`src/rtl/ooo_exec_params.svh`:
```
/*
  Execute stage parameters
  Data and register widths, result queue depth, commit credits and
  the number of multiply iterations
*/
`ifndef OOO_EXEC_PARAMS_SVH
`define OOO_EXEC_PARAMS_SVH

// Data word and register index widths
`define OOO_XLEN 32
`define OOO_REG_W 5

// Result queue entries and credits granted by commit after reset
`define OOO_RQ_DEPTH 4
`define OOO_CREDITS 4

// One partial product per iteration
`define OOO_MUL_STEPS 32

`endif
```
`src/rtl/ooo_exec_pkg.sv`:
```
/*
  Execute stage types
  Width typedefs, operation encodings and the multiplier state
*/
`include "ooo_exec_params.svh"

package ooo_exec_pkg;

  typedef logic [`OOO_XLEN-1:0] word_t;
  typedef logic [`OOO_REG_W-1:0] reg_idx_t;
  // Must hold the full grant of OOO_CREDITS
  typedef logic [$clog2(`OOO_CREDITS+1)-1:0] credit_t;

  typedef enum logic [3:0] {
    ALU_ADD, ALU_SUB, ALU_AND, ALU_OR, ALU_XOR,
    ALU_SLL, ALU_SRL, ALU_SRA, ALU_SLT, ALU_SLTU
  } alu_op_t;

  typedef enum logic [2:0] {
    BR_BEQ, BR_BNE, BR_BLT, BR_BGE, BR_BLTU, BR_BGEU,
    BR_JAL, BR_JALR
  } br_type_t;

  // Unit that takes the issued operation
  typedef enum logic [1:0] {
    NONE, ALU, BRJ, MUL
  } unit_sel_t;

  typedef enum logic [1:0] {
    IDLE, RUN, DONE
  } mul_state_t;

endpackage

```
`src/rtl/unit_result_if.sv`:
```
/*
  Functional unit result
  One unit's finished result on its way into the result queue,
  valid for exactly one cycle per result
*/
`timescale 1ns/100ps
`include "ooo_exec_params.svh"

interface unit_result_if;
  import ooo_exec_pkg::*;

  logic valid;
  logic wen;
  reg_idx_t rd;
  word_t wdata;
  // Mispredict flag and resolved address, branch unit only
  logic redirect;
  word_t target;

  modport unit (
    output valid, wen, rd, wdata, redirect, target
  );

  modport queue (
    input valid, wen, rd, wdata, redirect, target
  );

endinterface

```
`src/rtl/ooo_execute_stage.sv`:
```
/*
  Out-of-order execute stage
  ALU, branch/jump and iterative multiply units feeding an in-order
  result queue that sends to commit under credit flow control
*/
`timescale 1ns/100ps
`include "ooo_exec_params.svh"

module ooo_execute_stage (
  input logic CLK,
  input logic nRST,
  input logic flush,
  // Issue from dispatch
  input logic issue_valid,
  input ooo_exec_pkg::unit_sel_t issue_unit,
  input ooo_exec_pkg::alu_op_t alu_op,
  input ooo_exec_pkg::br_type_t br_type,
  input ooo_exec_pkg::word_t port_a,
  input ooo_exec_pkg::word_t port_b,
  input ooo_exec_pkg::word_t imm,
  input ooo_exec_pkg::word_t pc,
  input ooo_exec_pkg::reg_idx_t rd,
  input logic prediction,
  output logic issue_ready,
  // Results to commit
  output logic res_valid,
  output ooo_exec_pkg::reg_idx_t res_rd,
  output logic res_wen,
  output ooo_exec_pkg::word_t res_wdata,
  output logic res_redirect,
  output ooo_exec_pkg::word_t res_target,
  input logic credit_return
);
  import ooo_exec_pkg::*;

  logic issue_fire;
  logic mul_start;
  logic mul_busy;

  unit_result_if alu_res();
  unit_result_if brj_res();
  unit_result_if mul_res();

  arith_unit i_arith_unit (
    .issue_valid(issue_fire),
    .issue_unit(issue_unit),
    .alu_op(alu_op),
    .port_a(port_a),
    .port_b(port_b),
    .rd(rd),
    .res(alu_res.unit)
  );

  branch_jump_unit i_branch_jump_unit (
    .issue_valid(issue_fire),
    .issue_unit(issue_unit),
    .br_type(br_type),
    .port_a(port_a),
    .port_b(port_b),
    .imm(imm),
    .pc(pc),
    .rd(rd),
    .prediction(prediction),
    .res(brj_res.unit)
  );

  multiply_unit i_multiply_unit (
    .CLK(CLK),
    .nRST(nRST),
    .flush(flush),
    .start(mul_start),
    .port_a(port_a),
    .port_b(port_b),
    .rd(rd),
    .busy(mul_busy),
    .res(mul_res.unit)
  );

  // Issue acceptance is decided next to the occupancy count
  result_queue i_result_queue (
    .CLK(CLK),
    .nRST(nRST),
    .flush(flush),
    .credit_return(credit_return),
    .issue_valid(issue_valid),
    .issue_unit(issue_unit),
    .mul_busy(mul_busy),
    .alu_in(alu_res.queue),
    .brj_in(brj_res.queue),
    .mul_in(mul_res.queue),
    .issue_ready(issue_ready),
    .issue_fire(issue_fire),
    .mul_start(mul_start),
    .res_valid(res_valid),
    .res_wen(res_wen),
    .res_redirect(res_redirect),
    .res_rd(res_rd),
    .res_wdata(res_wdata),
    .res_target(res_target)
  );

endmodule

```
`src/rtl/result_queue.sv`:
```
/*
  Result queue
  In-order FIFO between the functional units and commit. Takes up to
  two results per cycle (multiply first), sends one per cycle under
  credit flow control, and decides whether dispatch may issue
*/
`timescale 1ns/100ps
`include "ooo_exec_params.svh"

module result_queue (
  input logic CLK,
  input logic nRST,
  input logic flush,
  input logic credit_return,
  input logic issue_valid,
  input ooo_exec_pkg::unit_sel_t issue_unit,
  input logic mul_busy,
  unit_result_if.queue alu_in,
  unit_result_if.queue brj_in,
  unit_result_if.queue mul_in,
  output logic issue_ready,
  output logic issue_fire,
  output logic mul_start,
  output logic res_valid,
  output logic res_wen,
  output logic res_redirect,
  output ooo_exec_pkg::reg_idx_t res_rd,
  output ooo_exec_pkg::word_t res_wdata,
  output ooo_exec_pkg::word_t res_target
);
  import ooo_exec_pkg::*;

  // Depth is a power of two, pointers wrap naturally
  localparam int PTR_W = $clog2(`OOO_RQ_DEPTH);
  localparam int CNT_W = $clog2(`OOO_RQ_DEPTH + 1);

  typedef struct packed {
    logic wen;
    reg_idx_t rd;
    word_t wdata;
    logic redirect;
    word_t target;
  } entry_t;

  entry_t mem [`OOO_RQ_DEPTH];
  logic [PTR_W-1:0] wr_ptr;
  logic [PTR_W-1:0] rd_ptr;
  logic [CNT_W-1:0] count;
  credit_t credit_cnt;
  entry_t mul_entry;
  entry_t unit_entry;
  entry_t head;
  logic mul_push;
  logic unit_push;
  logic pop;
  logic free_two;

  // Room for one ALU/BRJ result plus a finishing multiply
  assign free_two = (count <= CNT_W'(`OOO_RQ_DEPTH - 2));
  assign issue_ready = free_two && !(mul_busy && issue_unit == MUL);
  assign issue_fire = issue_valid && issue_ready;
  assign mul_start = issue_fire && (issue_unit == MUL);

  assign mul_push = mul_in.valid;
  // Only one of ALU and BRJ can finish per cycle
  assign unit_push = alu_in.valid || brj_in.valid;

  assign mul_entry = '{mul_in.wen, mul_in.rd, mul_in.wdata, mul_in.redirect, mul_in.target};
  assign unit_entry = alu_in.valid ?
      '{alu_in.wen, alu_in.rd, alu_in.wdata, alu_in.redirect, alu_in.target} :
      '{brj_in.wen, brj_in.rd, brj_in.wdata, brj_in.redirect, brj_in.target};

  // Empty queue bypasses the incoming result straight to the output
  assign head = (count != '0) ? mem[rd_ptr] : (mul_push ? mul_entry : unit_entry);
  assign pop = !flush && (credit_cnt != '0) && ((count != '0) || mul_push || unit_push);

  always_ff @(posedge CLK) begin
    if (mul_push) begin
      mem[wr_ptr] <= mul_entry;
    end
    if (unit_push) begin
      mem[wr_ptr + PTR_W'(mul_push)] <= unit_entry;
    end
  end

  always_ff @(posedge CLK, negedge nRST) begin
    if (!nRST) begin
      wr_ptr <= '0;
      rd_ptr <= '0;
      count <= '0;
      credit_cnt <= credit_t'(`OOO_CREDITS);
      res_valid <= 1'b0;
    end else begin
      if (flush) begin
        wr_ptr <= '0;
        rd_ptr <= '0;
        count <= '0;
      end else begin
        wr_ptr <= wr_ptr + PTR_W'(mul_push) + PTR_W'(unit_push);
        rd_ptr <= rd_ptr + PTR_W'(pop);
        count <= count + CNT_W'(mul_push) + CNT_W'(unit_push) - CNT_W'(pop);
      end
      // Returns still count during a flush
      credit_cnt <= credit_cnt + credit_t'(credit_return) - credit_t'(pop);
      res_valid <= pop;
    end
  end

  // Registered output towards commit
  always_ff @(posedge CLK) begin
    if (pop) begin
      res_wen <= head.wen;
      res_rd <= head.rd;
      res_wdata <= head.wdata;
      res_redirect <= head.redirect;
      res_target <= head.target;
    end
  end

endmodule

```
`src/rtl/multiply_unit.sv`:
```
/*
  Multiply unit
  Iterative unsigned shift-add multiplier returning the low word;
  one partial product per cycle, busy from start until the result
  has been handed to the result queue
*/
`timescale 1ns/100ps
`include "ooo_exec_params.svh"

module multiply_unit (
  input logic CLK,
  input logic nRST,
  input logic flush,
  input logic start,
  input ooo_exec_pkg::word_t port_a,
  input ooo_exec_pkg::word_t port_b,
  input ooo_exec_pkg::reg_idx_t rd,
  output logic busy,
  unit_result_if.unit res
);
  import ooo_exec_pkg::*;

  localparam int STEP_W = $clog2(`OOO_MUL_STEPS);

  mul_state_t state;
  logic [STEP_W-1:0] step;
  word_t mcand;
  word_t mplier;
  word_t acc;
  reg_idx_t rd_q;

  always_ff @(posedge CLK, negedge nRST) begin
    if (!nRST) begin
      state <= IDLE;
      step <= '0;
    end else if (flush) begin
      // Abort, the partial product is simply dropped
      state <= IDLE;
      step <= '0;
    end else begin
      case (state)
        IDLE: begin
          if (start) begin
            state <= RUN;
            step <= '0;
          end
        end
        RUN: begin
          step <= step + 1'b1;
          if (step == STEP_W'(`OOO_MUL_STEPS - 1)) begin
            state <= DONE;
          end
        end
        default: state <= IDLE;
      endcase
    end
  end

  // Datapath
  always_ff @(posedge CLK) begin
    if (state == IDLE && start) begin
      mcand <= port_a;
      mplier <= port_b;
      acc <= '0;
      rd_q <= rd;
    end else if (state == RUN) begin
      if (mplier[0]) begin
        acc <= acc + mcand;
      end
      mcand <= mcand << 1;
      mplier <= mplier >> 1;
    end
  end

  assign busy = (state != IDLE);

  // Result is offered during the single DONE cycle
  assign res.valid = (state == DONE);
  assign res.wen = (rd_q != '0);
  assign res.rd = rd_q;
  assign res.wdata = acc;
  assign res.redirect = 1'b0;
  assign res.target = '0;

endmodule

```
`src/rtl/branch_jump_unit.sv`:
```
/*
  Branch and jump unit
  Resolves branch conditions, computes targets and link values, and
  flags a mispredict against the prediction made at fetch
*/
`timescale 1ns/100ps
`include "ooo_exec_params.svh"

module branch_jump_unit (
  input logic issue_valid,
  input ooo_exec_pkg::unit_sel_t issue_unit,
  input ooo_exec_pkg::br_type_t br_type,
  input ooo_exec_pkg::word_t port_a,
  input ooo_exec_pkg::word_t port_b,
  input ooo_exec_pkg::word_t imm,
  input ooo_exec_pkg::word_t pc,
  input ooo_exec_pkg::reg_idx_t rd,
  input logic prediction,
  unit_result_if.unit res
);
  import ooo_exec_pkg::*;

  logic taken;
  logic is_jump;
  word_t pc4;
  word_t target;

  assign pc4 = pc + `OOO_XLEN'(4);
  assign is_jump = (br_type == BR_JAL) || (br_type == BR_JALR);

  always_comb begin
    case (br_type)
      BR_BEQ:  taken = (port_a == port_b);
      BR_BNE:  taken = (port_a != port_b);
      BR_BLT:  taken = ($signed(port_a) < $signed(port_b));
      BR_BGE:  taken = ($signed(port_a) >= $signed(port_b));
      BR_BLTU: taken = (port_a < port_b);
      BR_BGEU: taken = (port_a >= port_b);
      default: taken = 1'b1;
    endcase
  end

  // jalr is register relative with bit 0 cleared
  assign target = (br_type == BR_JALR) ? ((port_a + imm) & ~word_t'(1)) : (pc + imm);

  assign res.valid = issue_valid && (issue_unit == BRJ);
  assign res.wen = is_jump && (rd != '0);
  assign res.rd = rd;
  // Link value, only written for jumps
  assign res.wdata = pc4;
  assign res.redirect = prediction ^ taken;
  assign res.target = taken ? target : pc4;

endmodule

```
`src/rtl/arith_unit.sv`:
```
/*
  Arithmetic unit
  Single-cycle ALU for register and immediate operations; the result
  enters the result queue at the same edge the operation is accepted
*/
`timescale 1ns/100ps
`include "ooo_exec_params.svh"

module arith_unit (
  input logic issue_valid,
  input ooo_exec_pkg::unit_sel_t issue_unit,
  input ooo_exec_pkg::alu_op_t alu_op,
  input ooo_exec_pkg::word_t port_a,
  input ooo_exec_pkg::word_t port_b,
  input ooo_exec_pkg::reg_idx_t rd,
  unit_result_if.unit res
);
  import ooo_exec_pkg::*;

  localparam int SHAMT_W = $clog2(`OOO_XLEN);

  logic [SHAMT_W-1:0] shamt;
  word_t result;

  assign shamt = port_b[SHAMT_W-1:0];

  always_comb begin
    case (alu_op)
      ALU_ADD:  result = port_a + port_b;
      ALU_SUB:  result = port_a - port_b;
      ALU_AND:  result = port_a & port_b;
      ALU_OR:   result = port_a | port_b;
      ALU_XOR:  result = port_a ^ port_b;
      ALU_SLL:  result = port_a << shamt;
      ALU_SRL:  result = port_a >> shamt;
      ALU_SRA:  result = word_t'($signed(port_a) >>> shamt);
      ALU_SLT:  result = word_t'($signed(port_a) < $signed(port_b));
      ALU_SLTU: result = word_t'(port_a < port_b);
      default:  result = '0;
    endcase
  end

  // issue_valid is already qualified by issue_ready
  assign res.valid = issue_valid && (issue_unit == ALU);
  // x0 is never written
  assign res.wen = (rd != '0);
  assign res.rd = rd;
  assign res.wdata = result;
  assign res.redirect = 1'b0;
  assign res.target = '0;

endmodule

```
`config.mk`:
```
export PLATFORM = sky130hd
export DESIGN_NAME = ooo_execute_stage
export DESIGN_NICKNAME = d
export VERILOG_FILES = /design/src/rtl/ooo_exec_pkg.sv /design/src/rtl/unit_result_if.sv /design/src/rtl/ooo_execute_stage.sv /design/src/rtl/result_queue.sv /design/src/rtl/multiply_unit.sv /design/src/rtl/branch_jump_unit.sv /design/src/rtl/arith_unit.sv
export VERILOG_INCLUDE_DIRS = /design/src /design/src/rtl
export SDC_FILE = /design/constraint.sdc
export NUM_CORES = 2
export LEC_CHECK = 0
export BUFFER_PORTS_ARGS = -buffer_cell sky130_fd_sc_hd__clkbuf_2
export CAP_MARGIN = 20
export CORE_UTILIZATION = 35
export CTS_CLUSTER_DIAMETER = 30
export DETAILED_ROUTE_END_ITERATION = 10
export PLACE_DENSITY_LB_ADDON = 0.15
export SYNTH_ARGS = -nofsm -noshare
export SYNTH_HDL_FRONTEND = slang
export SYNTH_SLANG_ARGS = --single-unit
```
`constraint.sdc`:
```
create_clock -name CLK -period 8 [get_ports CLK]
set_clock_uncertainty 0.15 [all_clocks]
set_input_delay 0.8 -clock CLK [delete_from_list [all_inputs] [get_ports CLK]]
set_output_delay 0.8 -clock CLK [all_outputs]
set_load 0.01 [all_outputs]
```
Word-level counts from Yosys, hierarchy flattened
Memories as Yosys holds them, arrays and structs flattened.
Index checks and enable logic that the tools add are counted.
{"block": "word_totals", "wordCells": 124, "output_inout_bits": 73, "ram_bits": 284, "mem_count": 1, "input_bits": 148, "regBits": 190}
{"block": "classes", "n_reduce_logical": 29, "magnitude_cmp": 5, "n_bitwise": 4, "n_addsub": 15, "eq_ne": 26, "n_mux": 25, "shifts": 3}
{"name": "i_result_queue.mem", "depth": 4, "word_bits": 71, "rd": 1, "rd_clocked_by_memory_dff": 0, "write_ports": 2, "line_no": "result_queue.sv:45", "rtl": "entry_t mem [`OOO_RQ_DEPTH];"}
{"op": "$pmux W32 S10", "n": 1}
{"op": "$mux W71", "n": 3}
{"op": "$mux W32", "n": 6}
{"op": "$add A32 B32 Y32", "n": 4}
{"op": "$ge A32 B32 Y1", "n": 2}
{"op": "$lt A32 B32 Y1", "n": 2}
{"op": "$add A32 B3 Y32 const B", "n": 1}
{"op": "$and A32 B32 Y32", "n": 1}
{"op": "$eq A32 B32 Y1", "n": 1}
{"op": "$ne A32 B32 Y1", "n": 1}
{"op": "$or A32 B32 Y32", "n": 1}
{"op": "$shl A32 B5 Y32", "n": 1}
{"op": "$shr A32 B5 Y32", "n": 1}
{"op": "$sshr A32 B5 Y32", "n": 1}
{"op": "$sub A32 B32 Y32", "n": 1}
{"op": "$xor A32 B32 Y32", "n": 1}
{"op": "$eq A4 B3 Y1 const B", "n": 4}
{"op": "$eq A3 B3 Y1 const B", "n": 4}
{"op": "$logic_and A1 B1 Y1", "n": 10}
{"op": "$mux W2", "n": 5}
{"op": "$mux W5", "n": 2}
{"op": "$pmux W5 S2", "n": 1}
{"op": "$reduce_bool A5 Y1", "n": 2}
{"op": "$add A3 B1 Y3", "n": 3}
{"op": "26 further kinds", "n": 48}

Logic depth before layout (Yosys ltp)
{"block": "logic_depth", "word_depth": 11, "depth_mapped": 19, "depth_no_buf": 15}

By module
A second synthesis with hierarchy kept.
{"block": "unflattened", "cells_unflattened": 3798, "area_unflattened_um2": 38954.9}
{"mod": "result_queue", "seq_area_each_um2": 10936.7, "area_each_um2": 18749.2, "cells_per_inst": 1136, "instances": 1}
{"mod": "arith_unit", "seq_area_each_um2": 0.0, "area_each_um2": 8807.2, "cells_per_inst": 1361, "instances": 1}
{"mod": "multiply_unit", "seq_area_each_um2": 2887.8, "area_each_um2": 6128.4, "cells_per_inst": 550, "instances": 1}
{"mod": "branch_jump_unit", "seq_area_each_um2": 0.0, "area_each_um2": 5270.1, "cells_per_inst": 751, "instances": 1}

Worst setup path after synthesis
OpenSTA, ideal clock, no wires.
{"block": "synth_timing", "kind": "input port to flip-flop", "from": "in flush", "to": "reg i_result_queue.count[2]", "t_required_ns": 7.718, "path_stages": 7, "arrival_ns": 8.331, "n_path_buf": 1, "setup_time_ns": 0.132, "setup_slack_ns": -0.613, "path_cell_list": "clkbuf_1 > a211oi_1 > ha_1 > fa_1 > fa_1 > xnor2_1 > nor2_1"}
{"block": "synth_between", "elab_chain_cells": 5}
{"element": "start: declaration", "line_no": "ooo_execute_stage.sv:12", "rtl": "input logic flush,"}
{"element": "$logic_not A1 Y1", "line_no": "result_queue.sv:75", "rtl": "assign pop = !flush && (credit_cnt != '0) && ((count != '0) || mul_push || unit_push);"}
{"element": "$logic_and A1 B1 Y1 (2 in a row)", "line_no": "result_queue.sv:75"}
{"element": "named net i_result_queue.pop", "line_no": "result_queue.sv:55", "rtl": "logic pop;"}
{"element": "$sub A3 B1 Y3", "line_no": "result_queue.sv:101", "rtl": "count <= count + CNT_W'(mul_push) + CNT_W'(unit_push) - CNT_W'(pop);"}
{"element": "$mux W3", "line_no": "result_queue.sv:94", "rtl": "if (flush) begin"}
{"element": "end signal: assignment", "line_no": "result_queue.sv:101"}
{"element": "end: declaration", "line_no": "result_queue.sv:48", "rtl": "logic [CNT_W-1:0] count;"}
The timed path passes the listed nets, and every way through them passes these cells.
A chain may end at the register's enable or synchronous reset.

==> flow_metrics.tcl <==
set metrics [dict create \
    wl_per_cell_um 27.1 \
    core_um2 100000 \
    drtIter0Drc 3645 \
    routed_via_density 5.86 \
    cp_max_fo 46 \
    rows 116 \
    grt_pass1_wl_mm 216 \
    syn_avg_cell_area_um2 9.07 \
    drt-total-wl_mm 151 \
    ctsResizeCount 0 \
    vdd_drop_max_uv 229 \
    worstPathRequired_ns 8.26 \
    leakage_nw 17.1 \
    drcViolationCount 0 \
    fin_nets 4454 \
    die_h_um 321 \
    cts_sinks 474 \
    synth_edf_count 424 \
    initial_utilization_pct 35.5 \
    grt_overflow 0 \
    io_buffer_count 220 \
    io_pins 221 \
    cts-root-buf "clkbuf_16" \
    place.gp.congestion 1.03 \
    drt-met1-wl_mm 64.4 \
    layout_common_cells "nand2_1 (679), edfxtp_1 (424), nor2_1 (404)" \
    hold_path.class "input pin to register" \
    final_area_um2 42300 \
    status "completed" \
    area_growth_pct 18.8 \
    htreeDepth 3 \
    die_area_um2 103000 \
    worst_slew_pin_slew_ns 1.11 \
    period_minus_slack_ns 5.45 \
    totalPowerFinal_mw 12.8 \
    slew_viol_final 0 \
    grt_usage_pct 28.6 \
    drv_cap 0 \
    multiInputGateArea_um2 20500 \
    die_w_um 321 \
    syn_nets 4282 \
    cts.clk_slew.worst_paths_ns 0.05 \
    grt_pass1_vias 30800 \
    drive_gt1_share_pct 16.6 \
    cts_buffers 119 \
    synthCells 3927 \
    dpl.hpwl_mm 108 \
    clock_latency_ns 0.70 \
    firstDrtPassIters 5 \
    setup_viol 0 \
    synth_warnings 0 \
    critPathCaptureType "register" \
    arrival_ns 5.71 \
    regToRegSetupSlack_ns 3.64 \
    ys.flop_type "edfxtp_1" \
    criticalPathCategory "input pin to register" \
    ys_seq_area_share_pct 38.8 \
    ff_latch_area_um2 13800 \
    grt_max_degree 131 \
    nFillCells 10100 \
    drtAntennaViolNets 0 \
    startpoint_type "input pin" \
    async_flop_share_pct 3.80 \
    tns_ns 0 \
    dr_wl_met2_mm 66.2 \
    mostFrequentLayoutCell "nand2_1" \
    grt_antenna_before_repair 3 \
    cts_tree "done" \
    ys_types 95 \
    ctsLongestPathBuffers 3 \
    synth_area_um2 35600 \
    via_count 32600 \
    synth-seq-cells 474 \
    place_area_um2 38200 \
    max-slew-margin-rel_pct 26.1 \
    hold_violations 0 \
    fmax_mhz 184 \
    rsz0062_at_grt "false" \
    period_share_pct 68.1 \
    wl_met3_mm 12.7 \
    topRoutingLayerUsed "met5" \
    powerDensity_nw_per_um2 301 \
]
==> metrics by stage <==
step | cells | utilization [%] | setup slack (ns) | hold WS [ns]
final | 5561 | 42.1 | 2.55 | 0.194
after global routing | 5561 | 42.1 | 2.34 | 0.172
after CTS | 5559 | 42.1 | 2.69 | 0.155
after detailed placement | 5333 | 38.0 | 1.97 | 0.355
after global placement | 5332 | 38.0 | 2.01 | 0.352
after floorplan | 3927 | - | 0.949 | 0.312
==> logic make-up (layout without fill, tap and decap cells) <==
kind of cell | after synthesis | count (layout) | synth area share [%]
adder cells (fa/ha/maj) | 207 | 207 | 7.44
flip-flops | 474 | 474 | 38.8
AND/OR/NAND/NOR | 1430 | 1430 | 17.2
AO/OA/AOI/OAI | 1085 | 1085 | 18.8
XOR/XNOR | 131 | 131 | 3.24
buffers and inverters | 377 | 653 | 4.10
other | 0 | 1 | 0
multiplexers | 223 | 223 | 10.4
==> layout make-up <==
type	count	area share [%]
inverter	136	1.21
clock inverter	71	2.12
clock buffer	154	7.61
sequential	474	32.7
timing repair buffer	292	3.99
multi-input combinational	3076	48.4
tap	1357	4.01
antenna	1	0.00591
==> critical path: stages <==
cell       delay [ns]
clkbuf_2         0.39
inv_1            0.30
ha_1             0.65
inv_1            0.21
a21oi_1          0.25
o31ai_1          0.15
and2_1           0.19
o41ai_1          0.42
nand3_2          0.29
mux2_4           0.38
o2111ai_4        0.20
buf_4            0.60
a211oi_1         0.13
a21oi_1          0.60
nor2_1           0.13
==> where the power goes <==
part / switching (mW) / internal (mW)
registers: 0.433 / 3.38
clock network: 1.55 / 3.30
logic: 2.59 / 1.51
==> cells in the mapped netlist (all sizes together), types with 45 or more instances <==
cell type	n	area [µm²]
a21o	69	518
ha	199	2490
nand2	683	2560
nand3	78	395
xor2	49	437
xnor2	82	718
nor2	411	1550
clkbuf	180	676
o21ai	370	1850
a21oi	281	1410
mux2i	72	721
inv	135	507
buf	61	275
edfxtp	424	12700
nor3	66	330
mux4	114	2570
a31oi	45	282
a211oi	62	465
==> sequential cells by signal, summed over array words and instances, names as in the netlist <==
| register | flops |
|---|---|
| i_multiply_unit.state | 2 |
| i_multiply_unit.res.rd | 5 |
| i_result_queue.rd_ptr | 2 |
| i_multiply_unit.mplier | 32 |
| i_result_queue.wr_ptr | 2 |
| i_multiply_unit.step | 5 |
| i_result_queue.count | 3 |
| i_result_queue.res_wen | 1 |
| i_multiply_unit.mcand | 32 |
| i_result_queue.mem | 284 |
| i_result_queue.credit_cnt | 3 |
| i_multiply_unit.res.wdata | 32 |
| i_result_queue.res_valid | 1 |
| i_result_queue.res_rd | 5 |
| i_result_queue.res_target | 32 |
| i_result_queue.res_wdata | 32 |
| i_result_queue.res_redirect | 1 |
==> path summary, 6_finish.rpt <==
kind	from	endpoint	cells after the start
setup / recovery	port_a[17]	i_result_queue.mem[0][17]$_SDFFCE_PN0P_	15
hold / removal	credit_return	i_result_queue.credit_cnt[0]$_DFF_PN0_	2
setup reg to reg	i_multiply_unit.state[0]$_DFFE_PN0P_	i_result_queue.mem[1][0]$_SDFFCE_PN0P_	8
hold reg to reg	i_multiply_unit.mplier[10]$_DFFE_PP_	i_multiply_unit.mplier[9]$_DFFE_PP_	2
max in group asynchronous	nRST	i_result_queue.wr_ptr[1]$_DFF_PN0_	2
min in group asynchronous	nRST	i_multiply_unit.step[0]$_DFFE_PN0P_	2
==> metal layers <==
layer | up-vias | global-route usage, %
met1 | 15900 | 39.5
met5 | - | 0
li1 | 14800 | -
met2 | 1600 | 43.3
met3 | 312 | 5.47
met4 | 4 | 12.6
==> timing repair <==
action                                 in CTS  in global routing
buffers inserted                            0                  0
hold buffers                                1                  0
endpoints found under the hold margin      13                  0
Note: power is estimated with default switching activity, not from simulation.
